### src/interboard_pkg.sv
package interboard_pkg;

	// buffer sizing, shared by the send and receive FIFOs
	localparam int FIFO_DEPTH = 16;
	localparam int FIFO_AW = $clog2(FIFO_DEPTH); // 4 bits, used count is one wider

	// flow control
	// words kept free in the receive FIFO for flits already on the wire
	localparam int LINK_SLACK = 4;
	localparam int RX_READ_LIMIT = FIFO_DEPTH - LINK_SLACK; // read only below this fill

	// blocked-sender watchdog
	localparam int STALL_LIMIT = 32; // consecutive blocked cycles
	localparam int STALL_CW = $clog2(STALL_LIMIT + 1); // 6 bits, holds 0..STALL_LIMIT

	localparam int PAYLOAD_W = 10;

	// one link word, 11 bits
	typedef struct packed {
		logic last; // final flit of a packet
		logic [PAYLOAD_W-1:0] payload;
	} flit_t;

	// forward bundle on the link, 12 bits
	typedef struct packed {
		logic valid; // one flit per high cycle
		flit_t flit;
	} link_t;

	// sender states
	typedef enum logic [1:0] {
		LINK_DOWN, // waiting for the first read from the far end
		ACTIVE,
		STALLED // data pending but the far end holds read low
	} tx_state_t;

endpackage

### src/flit_fifo.sv
`timescale 1ns/10ps

module flit_fifo #(
	parameter int DEPTH = interboard_pkg::FIFO_DEPTH
) (
	input logic clk,
	input logic reset,
	input logic wrreq,
	input interboard_pkg::flit_t data,
	input logic rdreq,
	output interboard_pkg::flit_t q,
	output logic empty,
	output logic full,
	output logic [interboard_pkg::FIFO_AW:0] used
);
	import interboard_pkg::*;

	localparam int AW = (DEPTH > 1) ? $clog2(DEPTH) : 1; // pointer width

	flit_t mem [DEPTH]; // storage, no reset needed
	logic [AW-1:0] wr_ptr;
	logic [AW-1:0] rd_ptr;
	logic [FIFO_AW:0] count; // occupancy
	logic do_wr;
	logic do_rd;

	// requests that cannot be served are dropped here
	assign do_wr = wrreq && !full;
	assign do_rd = rdreq && !empty;

	// flags come straight off the count register,
	// so a write shows up one cycle after its edge
	assign empty = (count == '0);
	assign full = (count == (FIFO_AW+1)'(DEPTH));
	assign used = count;

	// pointers and count
	always_ff @(posedge clk) begin
		if (reset) begin
			wr_ptr <= '0;
			rd_ptr <= '0;
			count <= '0;
		end else begin
			if (do_wr)
				wr_ptr <= (wr_ptr == AW'(DEPTH - 1)) ? '0 : wr_ptr + 1'b1; // wrap
			if (do_rd)
				rd_ptr <= (rd_ptr == AW'(DEPTH - 1)) ? '0 : rd_ptr + 1'b1;
			case ({do_wr, do_rd})
				2'b10: count <= count + 1'b1;
				2'b01: count <= count - 1'b1;
				default: count <= count; // both or neither, level stays
			endcase
		end
	end

	// data path
	always_ff @(posedge clk) begin
		if (do_wr)
			mem[wr_ptr] <= data;
		if (do_rd)
			q <= mem[rd_ptr]; // head word appears the cycle after rdreq
	end

	// the writer must watch full and the reader must watch empty
	a_no_write_full: assert property (@(posedge clk) disable iff (reset)
		!(wrreq && full))
		else $error("flit_fifo write while full, flit dropped");

	a_no_read_empty: assert property (@(posedge clk) disable iff (reset)
		!(rdreq && empty))
		else $error("flit_fifo read while empty");

endmodule

### src/interboard_output.sv
`timescale 1ns/10ps

module interboard_output (
	input logic clk,
	input logic reset,
	input interboard_pkg::flit_t fifo_data, // q of the send FIFO
	input logic rdempty, // send FIFO empty
	input logic read_input, // read returned by the far end
	output logic rdreq, // pop the send FIFO
	output interboard_pkg::link_t link, // valid + flit toward the far end
	output interboard_pkg::tx_state_t state
);
	import interboard_pkg::*;

	tx_state_t state_d;
	logic valid_q; // lines up with q, one cycle after rdreq

	// next state
	always_comb begin
		state_d = state;
		unique case (state)
			LINK_DOWN: begin
				if (read_input)
					state_d = ACTIVE; // far end is up
			end
			ACTIVE: begin
				if (!read_input && !rdempty)
					state_d = STALLED; // blocked with data waiting
			end
			STALLED: begin
				if (read_input)
					state_d = ACTIVE;
			end
			default: state_d = LINK_DOWN;
		endcase
	end

	// pop whenever the far end allows it and there is something to send
	// STALLED may pop too, it is left on the next edge anyway
	assign rdreq = (state != LINK_DOWN) && read_input && !rdempty;

	always_ff @(posedge clk) begin
		if (reset) begin
			state <= LINK_DOWN;
			valid_q <= 1'b0;
		end else begin
			state <= state_d;
			valid_q <= rdreq; // flit arrives from the FIFO on the same cycle
		end
	end

	// q only holds a fresh word while valid is high, the far end ignores the rest
	assign link = '{valid: valid_q, flit: fifo_data};

	// the send FIFO head may only move together with a valid cycle
	a_flit_only_with_valid: assert property (@(posedge clk) disable iff (reset)
		!link.valid |-> $stable(fifo_data))
		else $error("interboard_output link flit changed without valid");

endmodule

### src/interboard_input.sv
`timescale 1ns/10ps

module interboard_input (
	input logic clk,
	input logic reset,
	input interboard_pkg::link_t link, // forward bundle from the sender
	input logic [interboard_pkg::FIFO_AW:0] wrusedw, // receive FIFO fill
	output interboard_pkg::flit_t data, // to the receive FIFO
	output logic wrreq,
	output logic read // flow control back to the sender
);
	import interboard_pkg::*;

	logic valid_q; // registered link valid
	flit_t flit_q; // registered link flit
	logic read_d;

	// leave LINK_SLACK words free, enough for what is already in flight
	// when read falls (pop, link stage, input stage)
	assign read_d = (wrusedw < (FIFO_AW+1)'(RX_READ_LIMIT));

	// control resets to an idle link that is ready to accept
	always_ff @(posedge clk) begin
		if (reset) begin
			valid_q <= 1'b0;
			read <= 1'b1;
		end else begin
			valid_q <= link.valid;
			read <= read_d; // lags the fill by one cycle
		end
	end

	// payload stage
	always_ff @(posedge clk) begin
		flit_q <= link.flit;
	end

	// every registered valid is one write
	assign wrreq = valid_q;
	assign data = flit_q;

	// sender honouring read plus the slack must keep the FIFO from overflowing
	a_no_overflow: assert property (@(posedge clk) disable iff (reset)
		wrreq |-> (wrusedw < (FIFO_AW+1)'(FIFO_DEPTH)))
		else $error("interboard_input write into a full receive FIFO");

endmodule

### src/link_stall_timer.sv
`timescale 1ns/10ps

module link_stall_timer (
	input logic clk,
	input logic reset,
	input interboard_pkg::tx_state_t state, // sender state, STALLED means blocked
	output logic link_stall
);
	import interboard_pkg::*;

	logic [STALL_CW-1:0] stall_cnt; // consecutive cycles in STALLED
	logic at_limit;

	assign at_limit = (stall_cnt == STALL_CW'(STALL_LIMIT));

	always_ff @(posedge clk) begin
		if (reset) begin
			stall_cnt <= '0;
		end else if (state != STALLED) begin
			stall_cnt <= '0; // sender moving again, start over
		end else if (!at_limit) begin
			stall_cnt <= stall_cnt + 1'b1; // saturates at the limit
		end
	end

	// flag drops as soon as the state leaves STALLED,
	// the count is cleared on the following edge
	assign link_stall = (state == STALLED) && at_limit;

	// a raised flag means the sender sat in STALLED for the whole window
	a_stall_window: assert property (@(posedge clk) disable iff (reset)
		$rose(link_stall) |-> $past(state == STALLED, STALL_LIMIT))
		else $error("link_stall raised without a full stall window");

endmodule

### src/interboard_link.sv
`timescale 1ns/10ps

module interboard_link (
	input logic clk,
	input logic reset,
	input interboard_pkg::flit_t in_flit, // local writer
	input logic in_wrreq,
	output logic in_full,
	input logic out_rdreq, // local reader
	output interboard_pkg::flit_t out_flit,
	output logic out_empty,
	output logic link_stall
);
	import interboard_pkg::*;

	// send side
	flit_t tx_q; // send FIFO head
	logic tx_empty;
	logic tx_rdreq;
	tx_state_t tx_state;

	// link between the boards, forward and return
	link_t link_fwd;
	logic link_read;

	// receive side
	flit_t rx_data;
	logic rx_wrreq;
	logic [FIFO_AW:0] rx_used;

	// send buffer, filled by the local writer
	flit_fifo #(
		.DEPTH(FIFO_DEPTH)
	) u_tx_fifo (
		.clk(clk),
		.reset(reset),
		.wrreq(in_wrreq),
		.data(in_flit),
		.rdreq(tx_rdreq),
		.q(tx_q),
		.empty(tx_empty),
		.full(in_full),
		.used() // fill not needed on this side
	);

	// drives the link from the send buffer
	interboard_output u_output (
		.clk(clk),
		.reset(reset),
		.fifo_data(tx_q),
		.rdempty(tx_empty),
		.read_input(link_read),
		.rdreq(tx_rdreq),
		.link(link_fwd),
		.state(tx_state)
	);

	// neighbour's input, looped straight back on this board
	interboard_input u_input (
		.clk(clk),
		.reset(reset),
		.link(link_fwd),
		.wrusedw(rx_used),
		.data(rx_data),
		.wrreq(rx_wrreq),
		.read(link_read)
	);

	// receive buffer, drained by the local reader
	flit_fifo #(
		.DEPTH(FIFO_DEPTH)
	) u_rx_fifo (
		.clk(clk),
		.reset(reset),
		.wrreq(rx_wrreq),
		.data(rx_data),
		.rdreq(out_rdreq),
		.q(out_flit),
		.empty(out_empty),
		.full(), // read flow control keeps it short of full
		.used(rx_used)
	);

	// watches the sender for a blocked link
	link_stall_timer u_stall_timer (
		.clk(clk),
		.reset(reset),
		.state(tx_state),
		.link_stall(link_stall)
	);

endmodule

### config.mk
export PLATFORM = sky130hd
export DESIGN_NAME = interboard_link
export DESIGN_NICKNAME = d
export VERILOG_FILES = /design/src/interboard_pkg.sv /design/src/flit_fifo.sv /design/src/interboard_output.sv /design/src/interboard_input.sv /design/src/link_stall_timer.sv /design/src/interboard_link.sv
export SDC_FILE = /design/constraint.sdc
export NUM_CORES = 1
export LEC_CHECK = 0
export BUFFER_PORTS_ARGS = -buffer_cell sky130_fd_sc_hd__buf_2
export CAP_MARGIN = 0
export CORE_ASPECT_RATIO = 1.4
export CORE_MARGIN = 1.5
export CORE_UTILIZATION = 56
export CTS_CLUSTER_SIZE = 14
export DETAILED_ROUTE_END_ITERATION = 10
export MAX_ROUTING_LAYER = met4
export PLACE_DENSITY = 0.75
export SYNTH_ARGS = -nofsm -noshare
export SYNTH_HDL_FRONTEND = slang
export SYNTH_HIERARCHICAL = 1
export SYNTH_SLANG_ARGS = --single-unit
### constraint.sdc
create_clock -name clk -period 2.8 [get_ports clk]
set_input_delay 0.14 -clock clk [delete_from_list [all_inputs] [get_ports clk]]
set_output_delay 0.14 -clock clk [all_outputs]
set_load 0.02 [all_outputs]
==> results_dict.tcl, run 1 <==
set metrics [dict create \
    final_core_util_pct 64.7 \
    status "finished, final reports clean" \
    slowest_delay_ns 0.55 \
    timing.hold.ws_ns 0.0476 \
    grt_pass1_vias 8106 \
    cp-end-kind "flop" \
    ys_warn_count 6 \
    gr-usage-all-layers_pct 19.7 \
    clockBufferDepth 3 \
    syn_to_final_growth_pct 12.8 \
    timing.final.crit_share_pct 98.5 \
    criticalPathCategory "flop to flop" \
    firstDrtPassIters 4 \
    crit_arrival_ns 3.21 \
    cellLeakagePower_nw 5.98 \
    fin_cells 1325 \
    grt_antenna_before_repair 0 \
    hold_viol 0 \
    final_cell_area_sq_um 18500 \
    crit_slowest_cell "or4_4" \
    layout-drive-gt1-share_pct 24.7 \
    cts_buffers 40 \
    syn_nets 884 \
    skew_ns 0.0171 \
    gr-total-overflow 0 \
    cts_tree "done" \
    antenna-diode-count 0 \
    hold_class "input pin to flop" \
    cap_violations 0 \
    synth.avg_cell_area_sq_um 19.3 \
    irDropWorstVdd_mv 0.532 \
    crit_fanout 5 \
    path_common_cell "a21oi_1" \
    setup_viol 0 \
    cp-start-kind "flop" \
    routabilityCongestion 0.799 \
    path_clk_slew_ns 0.06 \
    fmax_mhz 362 \
    initial_core_util_pct 57.3 \
    rsz0062_at_grt "true" \
    path_cells "or4_4 -> nor2_2 -> nor3b_1 -> a21boi_4 -> ha_2 -> fa_1 -> nand3_1 -> a21oi_1 -> or4_1 -> a21oi_1" \
    clock-sinks 422 \
    layout_common_cells "edfxtp_1 (374), mux4_2 (88), nor2_1 (54), dfxtp_1 (44), a22oi_1 (43)" \
    fin_ws_ns 0.0406 \
    die_w_microns 148 \
    vias 7716 \
    dieArea_sq_um 30300 \
    fin_nets 958 \
    rows 73 \
    remaining_drc_errors 0 \
    post_cts_buffers 0 \
    place_hpwl_microns 17800 \
    grt_max_degree 49 \
    final-max-slew-violation-count 0 \
    p_per_area_nw_per_um2 786 \
    tightest_slew_ns 1.27 \
    ioPinCount 29 \
    h-tree-depth 2 \
    grt_pass1_wl_microns 44200 \
    n_fill_cell 1860 \
    drtIter0Drc 519 \
    dpl.cell_count 1242 \
    wire_per_inst_microns 20.8 \
    slew-limit-headroom_pct 14.7 \
    cts_root_buf "clkbuf_16" \
    wirelength_microns 27600 \
    dieHeight_microns 205 \
    dpl_worst_slack_ns 0.0355 \
    post_drt_via_cell_ratio 5.82 \
    cp.required_ns 3.25 \
    period_needed_ns 2.76 \
    ant_nets 0 \
    clk_latency_ns 0.54 \
    netlist_instances 847 \
    mostFrequentLayoutCell "edfxtp_1" \
    syn_area_sq_um 16400 \
    placed_area_sq_um 17100 \
    port_buffers 28 \
    core_region_area_sq_um 28600 \
]
## final timing paths
path                                         from                   to  slack [ns]  cells past startpoint
worst min register to register     u_tx_fifo/q[7]      u_input/data[7]        0.34                      0
worst min-delay path                     in_wrreq  u_tx_fifo/wr_ptr[2]        0.05                      4
worst max register to register  u_tx_fifo/used[2]    u_tx_fifo/used[4]        0.04                     10
worst max-delay path            u_tx_fifo/used[2]    u_tx_fifo/used[4]        0.04                     10
## state kept, by name, summed over array words and instances (netlist names)
signal / flops
u_input/wrreq: 1
u_stall_timer/stall_cnt: 6
u_output/valid_q: 1
u_rx_fifo/mem: 176
u_rx_fifo/q: 11
u_rx_fifo/wr_ptr: 4
u_rx_fifo/rd_ptr: 4
u_input/read: 1
u_rx_fifo/used: 5
u_tx_fifo/rd_ptr: 4
u_tx_fifo/used: 5
u_tx_fifo/mem: 176
u_output/state: 2
u_tx_fifo/wr_ptr: 4
u_tx_fifo/q: 11
u_input/data: 11
## stage by stage
step	setup TNS [ns]	total power [mW]
after floorplan	0	8.98
after global placement	0	9.40
after detailed placement	0	9.47
after CTS	0	14.7
after global routing	-0.0731	15.1
final	0	14.5
## routing by layer
layer / up-vias / global-route usage [%] / part of all wire [%]
met4: 0 / 5.75 / 2.3
li1: 3560 / - / -
met1: 3967 / 22.3 / 39
met5: - / - / 0
met3: 58 / 2.93 / 3.1
met2: 131 / 36.0 / 56
## worst max-delay path, delay by kind of cell, from the launching register on
| kind | cells | cell delay, ns |
|---|---|---|
| AOI/OAI and AO/OA | 3 | 0.40 |
| and+or+nand+nor | 5 | 1.33 |
| DFF | 1 | 0.34 |
| adders and majority gates | 2 | 0.63 |
## report_power, final
group | leakage, nW | internal, mW | switching, mW
Clock | 0.635 | 3.03 | 2.17
Combinational | 1.58 | 0.944 | 0.828
Sequential | 3.77 | 7.24 | 0.310
## timing repair
item / CTS / global route
hold buffers: 12 / 0
setup endpoints to repair: 0 / 3
resized for setup: 0 / 2
endpoints found under the hold margin: 174 / 0
## cell type report
| cell class | instances | area (sq um) | share of cell area [%] |
|---|---|---|---|
| Inverter | 13 | 48.8 | 0.264 |
| Timing Repair Buffer | 81 | 618 | 3.34 |
| Tap cell | 375 | 469 | 2.54 |
| Clock inverter | 15 | 145 | 0.785 |
| Sequential cell | 422 | 12200 | 66.0 |
| Multi-Input combinational cell | 363 | 3870 | 20.9 |
| Clock buffer | 56 | 1130 | 6.14 |
Power figures use the tool's default switching activity.
==> inputs of run 2 (changes only) <==
--- a/config.mk
+++ b/config.mk
@@ -5,15 +5,16 @@
 export SDC_FILE = /design/constraint.sdc
 export NUM_CORES = 1
 export LEC_CHECK = 0
+export ABC_AREA = 1
 export BUFFER_PORTS_ARGS = -buffer_cell sky130_fd_sc_hd__buf_2
 export CAP_MARGIN = 0
 export CORE_ASPECT_RATIO = 1.4
 export CORE_MARGIN = 1.5
-export CORE_UTILIZATION = 56
+export CORE_UTILIZATION = 57
 export CTS_CLUSTER_SIZE = 14
 export DETAILED_ROUTE_END_ITERATION = 10
 export MAX_ROUTING_LAYER = met4
-export PLACE_DENSITY = 0.75
+export PLACE_DENSITY = 0.76
 export SYNTH_ARGS = -nofsm -noshare
 export SYNTH_HDL_FRONTEND = slang
 export SYNTH_HIERARCHICAL = 1
==> run 2 against run 1 <==
Effect of this change: sequential share of layout area decreased by 5.3 points; die area rose by 9.5%; critical path depth increased by 5; sequential power grew 8.9%; total power rose by 20%; global-route usage rose by 4.8 points; count of clock-buffer cells in the layout down 6; critical path type unchanged.
==> results_dict.tcl, run 2 <==
set metrics [dict create \
    drtIter0Drc 936 \
    cts_root_buf "clkbuf_16" \
    p_per_area_nw_per_um2 867 \
    dieArea_sq_um 33200 \
    status "finished, final reports clean" \
    post_drt_via_cell_ratio 5.29 \
    remaining_drc_errors 0 \
    cap_violations 0 \
    reg2reg_depth 15 \
    cts_buffers 39 \
    multi_input_area_sq_um 4600 \
    cp-end-kind "flop" \
    p_switching_mw 5.60 \
    timing.hold.ws_ns 0.00993 \
    cts_tree "done" \
    layout_common_cells "nand2_1 (644), edfxtp_1 (374), inv_1 (256), nand3_1 (180), nor2_1 (134)" \
    die_w_microns 154 \
    grtUsageMet2_pct 45.6 \
    ys_warn_count 6 \
    n_fill_cell 2392 \
    grt_antenna_before_repair 0 \
    p_int_mw 11.8 \
    r2r_slack_ns 0.29 \
    ioPinCount 29 \
    fin_nets 1904 \
    crit_fanout 6 \
    p_comb_share_pct 24.2 \
    crit_slowest_cell "dfxtp_2" \
    seq_area_sq_um 12200 \
    antenna-diode-count 0 \
    pwr-share-seq_pct 47.2 \
    period_needed_ns 2.51 \
    swShare_pct 32.2 \
    syn_area_sq_um 18300 \
    final_core_util_pct 63.5 \
    clockBufferDepth 3 \
    layout-drive-gt1-share_pct 7.65 \
    r2r-end "u_tx_fifo/used[3]" \
    h-tree-depth 2 \
    grt_pass1_wl_microns 61600 \
    path_clk_slew_ns 0.06 \
    grt_pass1_vias 12400 \
    slew-limit-headroom_pct 42.5 \
    hold_class "input pin to flop" \
    clk_latency_ns 0.54 \
    cp-start-kind "flop" \
    dieHeight_microns 215 \
    gr-total-overflow 0 \
    top_regs "u_rx_fifo/mem: 176 flops, u_tx_fifo/mem: 176 flops" \
    wirelength_microns 38400 \
    setup_viol 0 \
    routabilityCongestion 0.829 \
    wire_per_inst_microns 16.8 \
    gr-usage-all-layers_pct 24.5 \
    ant_nets 0 \
    skew_ns 0.0177 \
    syn_to_final_growth_pct 9.80 \
    port_buffers 28 \
    min_to "u_tx_fifo/wr_ptr[3]" \
    vias 12100 \
    hold_viol 0 \
    fmax_mhz 399 \
    synth.avg_cell_area_sq_um 9.99 \
    setup.worst_path.start "u_tx_fifo/used[0]" \
    cp.required_ns 3.23 \
    post_cts_buffers 0 \
    firstDrtPassIters 9 \
    clock-sinks 422 \
    hold_start "in_wrreq" \
    criticalPathCategory "flop to flop" \
    place_hpwl_microns 23800 \
    crit_arrival_ns 2.93 \
    met3_usage_pct 3.17 \
    r2r_start "u_tx_fifo/used[0]" \
    initial_core_util_pct 57.9 \
    dpl_worst_slack_ns 0.184 \
    fin_ws_ns 0.292 \
    total_power_mw 17.4 \
    timing.final.crit_share_pct 89.6 \
    irDropWorstVdd_mv 0.614 \
    grt_max_degree 92 \
    core_region_area_sq_um 31600 \
    fin_setup_tns_ns 0 \
    final-max-slew-violation-count 0 \
    hold_depth 4 \
    clkPwrFrac_pct 28.6 \
    cellLeakagePower_nw 8.60 \
    path_cells "nor2_1 -> nand3_1 -> inv_1 -> or2_1 -> a21oi_2 -> nand2_1 -> inv_1 -> ha_4 -> ha_1 -> nand3_1 -> nand3_1 -> nand2_1 -> nand2_1 -> o21ai_0 -> inv_1" \
    netlist_instances 1830 \
    rsz0062_at_grt "false" \
    tightest_slew_ns 0.860 \
    busiest_layer "met2" \
    mostFrequentLayoutCell "nand2_1" \
    rows 77 \
    grt.met1_usage_pct 26.1 \
    slowest_delay_ns 0.38 \
    syn_nets 1867 \
]
run 2: how the worst max path moves through the flow:
stage	cells after the start	to	slack (ns)
after global placement	15	u_tx_fifo/used[3]	0.35
after floorplan	15	u_tx_fifo/used[3]	0.26
after detailed placement	15	u_tx_fifo/used[3]	0.18
after CTS	15	u_tx_fifo/used[3]	0.11
after global routing	15	u_tx_fifo/used[3]	0.02
final	15	u_tx_fifo/used[3]	0.29
run 2: power by group through the flow:
stage	logic, mW	registers (mW)	clock network (mW)
global placement	3.99	8.30	0
global route	4.71	8.29	5.35
finish	4.21	8.22	4.98
detailed placement	4.13	8.36	0
floorplan	3.19	8.21	0
CTS	4.20	8.23	5.06
run 2: repair_timing:
action | in CTS | in global routing
gates resized for setup | 0 | 4
hold endpoints to repair | 91 | 0
endpoints found under the setup margin | 0 | 2
hold buffers | 7 | 0
run 2: layer usage:
layer	wire, microns	part of all wire [%]
met4	1300	3.4
met1	14400	37
met2	21000	55
met3	1760	4.6
met5	0	0
run 2: critical path, delay by kind of cell, from the launching register on:
kind	cells	cell delay, ns
AOI/OAI and AO/OA	2	0.30
adders and majority gates	2	0.47
buffers and inverters	3	0.26
DFF	1	0.38
and+or+nand+nor	8	0.96
run 2: through the flow:
step | area [sq um] | cells
floorplan | 18300 | 1830
detailed placement | 18800 | 2214
CTS | 20100 | 2290
global route | 20100 | 2290
global placement | 18800 | 2214
finish | 20100 | 2290
run 2: area by class of cell:
class	instances	area share, %
clock buffers	50	5.17
clock inverters	19	0.748
multi-input cells	1060	22.9
repair buffers	82	3.05
flip-flops and latches	422	60.7
well taps	395	2.46
inverters	262	4.92
==> inputs of run 3 (changes only) <==
--- a/config.mk
+++ b/config.mk
@@ -8,13 +8,15 @@
 export ABC_AREA = 1
 export BUFFER_PORTS_ARGS = -buffer_cell sky130_fd_sc_hd__buf_2
 export CAP_MARGIN = 0
+export CELL_PAD_IN_SITES_DETAIL_PLACEMENT = 0
+export CELL_PAD_IN_SITES_GLOBAL_PLACEMENT = 1
 export CORE_ASPECT_RATIO = 1.4
 export CORE_MARGIN = 1.5
-export CORE_UTILIZATION = 57
+export CORE_UTILIZATION = 45
 export CTS_CLUSTER_SIZE = 14
 export DETAILED_ROUTE_END_ITERATION = 10
 export MAX_ROUTING_LAYER = met4
-export PLACE_DENSITY = 0.76
+export PLACE_DENSITY_LB_ADDON = 0.1
 export SYNTH_ARGS = -nofsm -noshare
 export SYNTH_HDL_FRONTEND = slang
 export SYNTH_HIERARCHICAL = 1
==> run 3 against run 2 <==
Effect of this change: count of clock-buffer cells in the layout is 3 higher; cell count is 6.6% higher; critical path depth stayed put; largest cell class unchanged; critical path type unchanged; highest routed layer unchanged; cell area is 2.6% higher; clock power is 22% higher; sequential cell count stayed put; sequential share of layout area is 1.5 points lower.
==> results_dict.tcl, run 3 (same netlist as run 2, synthesis figures left out) <==
set metrics [dict create \
    status "finished, final reports clean" \
    crit_arrival_ns 2.91 \
    path_clk_slew_ns 0.06 \
    syn_to_final_growth_pct 12.6 \
    fin_cells 2441 \
    crit_fanout 6 \
    criticalPathCategory "flop to flop" \
    post_cts_buffers 0 \
    r2r_start "u_tx_fifo/used[0]" \
    cp-start-kind "flop" \
    dieHeight_microns 242 \
    grt_pass1_wl_microns 63800 \
    setup.worst_path.start "u_tx_fifo/used[0]" \
    p_per_area_nw_per_um2 899 \
    dieArea_sq_um 41900 \
    wire_per_inst_microns 16.8 \
    grt_max_degree 92 \
    setup_viol 0 \
    crit_cells 15 \
    hold_class "input pin to flop" \
    grt_pass1_vias 11300 \
    post_drt_via_cell_ratio 4.79 \
    clock-sinks 422 \
    cpLargestDelayFamily "simple AND/OR/NAND/NOR gates" \
    cts_root_buf "clkbuf_16" \
    cp.required_ns 3.23 \
    tightest_slew_ns 0.989 \
    irDropWorstVdd_mv 0.531 \
    ant_nets 0 \
    mostFrequentLayoutCell "nand2_1" \
    period_needed_ns 2.47 \
    cellLeakagePower_nw 8.76 \
    port_buffers 28 \
    rsz0062_at_grt "false" \
    die_w_microns 173 \
    drtIter0Drc 526 \
    r2r-end "u_tx_fifo/used[3]" \
    n_fill_cell 3618 \
    firstDrtPassIters 5 \
    fmax_mhz 404 \
    path_cells "nor2_1 -> nand3_1 -> inv_1 -> or2_1 -> a21oi_2 -> nand2_1 -> inv_1 -> ha_2 -> ha_1 -> nand3_1 -> nand3_1 -> nand2_1 -> nand2_1 -> o21ai_0 -> inv_1" \
    clk_latency_ns 0.54 \
    cts_tree "done" \
    cp-end-kind "flop" \
    ioPinCount 29 \
    grt_antenna_before_repair 0 \
    fin_setup_tns_ns 0 \
    h-tree-depth 2 \
    core_region_area_sq_um 40200 \
    worstSetupEndpoint "u_tx_fifo/used[3]" \
    wirelength_microns 41000 \
    hold_viol 0 \
    dpl.cell_count 2352 \
    clockBufferDepth 3 \
    reg2reg_depth 15 \
    remaining_drc_errors 0 \
    routabilityCongestion 0.791 \
    top_regs "u_rx_fifo/mem: 176 flops, u_tx_fifo/mem: 176 flops" \
    r2r_slack_ns 0.33 \
    slew-limit-headroom_pct 34.1 \
    crit_slowest_cell "dfxtp_1" \
    layout-drive-gt1-share_pct 8.08 \
    initial_core_util_pct 45.5 \
    layout_common_cells "nand2_1 (644), edfxtp_1 (374), inv_1 (256), nand3_1 (180), nor2_1 (134)" \
    rows 87 \
    skew_ns 0.0169 \
    gr-total-overflow 0 \
    vias 11700 \
    gr-usage-all-layers_pct 20.6 \
    final-max-slew-violation-count 0 \
    cap_violations 0 \
    slowest_delay_ns 0.42 \
    place_hpwl_microns 25400 \
    path_buf_inv 3 \
    hold_depth 2 \
    cts_buffers 42 \
    fin_nets 1912 \
    total_power_mw 18.5 \
    antenna-diode-count 0 \
    timing.final.crit_share_pct 88.3 \
]
[run 3: cell count changes in the layout (fill, tap and decap cells not counted), sizes merged]
cell         change
clkinv           -5
clkinvlp         +1
dlygate4sd3      +6
clkbuf           +3
bufinv           +8
buf              -1
[run 3: cell type report]
class / instances / area, sq um / share of cell area (%)
clock buffers: 53 / 1120 / 5.45
clock inverters: 23 / 370 / 1.80
inverters: 262 / 988 / 4.80
multi-input cells: 1060 / 4590 / 22.3
flip-flops and latches: 422 / 12200 / 59.2
well taps: 534 / 668 / 3.24
repair buffers: 87 / 666 / 3.23
[run 3: through the flow]
stage / utilization [%] / worst slack [ns] / hold WS, ns / area [sq um]
global route: 51.3 / 0.0664 / 0.0582 / 20600
detailed placement: 47.2 / 0.216 / 0.327 / 19000
CTS: 51.3 / 0.220 / 0.0244 / 20600
finish: 51.3 / 0.328 / 0.0416 / 20600
floorplan: - / 0.256 / 0.211 / 18300
global placement: 47.2 / 0.280 / 0.324 / 19000
[run 3: metal layers]
layer | share of wire (%) | track usage (%)
met5 | 0 | -
met4 | 3.8 | 8.77
met3 | 2.8 | 2.53
met2 | 54 | 37.9
met1 | 39 | 22.0
[run 3: timing repair]
item                                    in CTS  in global routing
endpoints found under the setup margin       0                  1
hold buffers                                13                  0
endpoints found under the hold margin      152                  0
gates resized for setup                      0                  1
[run 3: worst min path at each step]
stage / from / endpoint / slack (ns)
floorplan: reset / u_input/wrreq / 0.21
global placement: u_tx_fifo/q[3] / u_input/data[3] / 0.32
detailed placement: u_tx_fifo/q[2] / u_input/data[2] / 0.33
CTS: reset / u_rx_fifo/wr_ptr[3] / 0.02
global route: reset / u_rx_fifo/used[0] / 0.06
finish: reset / u_rx_fifo/wr_ptr[0] / 0.04
[run 3: report_power, final]
part	internal (mW)	leakage [nW]	switching, mW
registers	7.71	3.78	0.583
logic	1.27	4.26	2.89
clock network	3.77	0.728	2.30
total	12.8	8.76	5.77
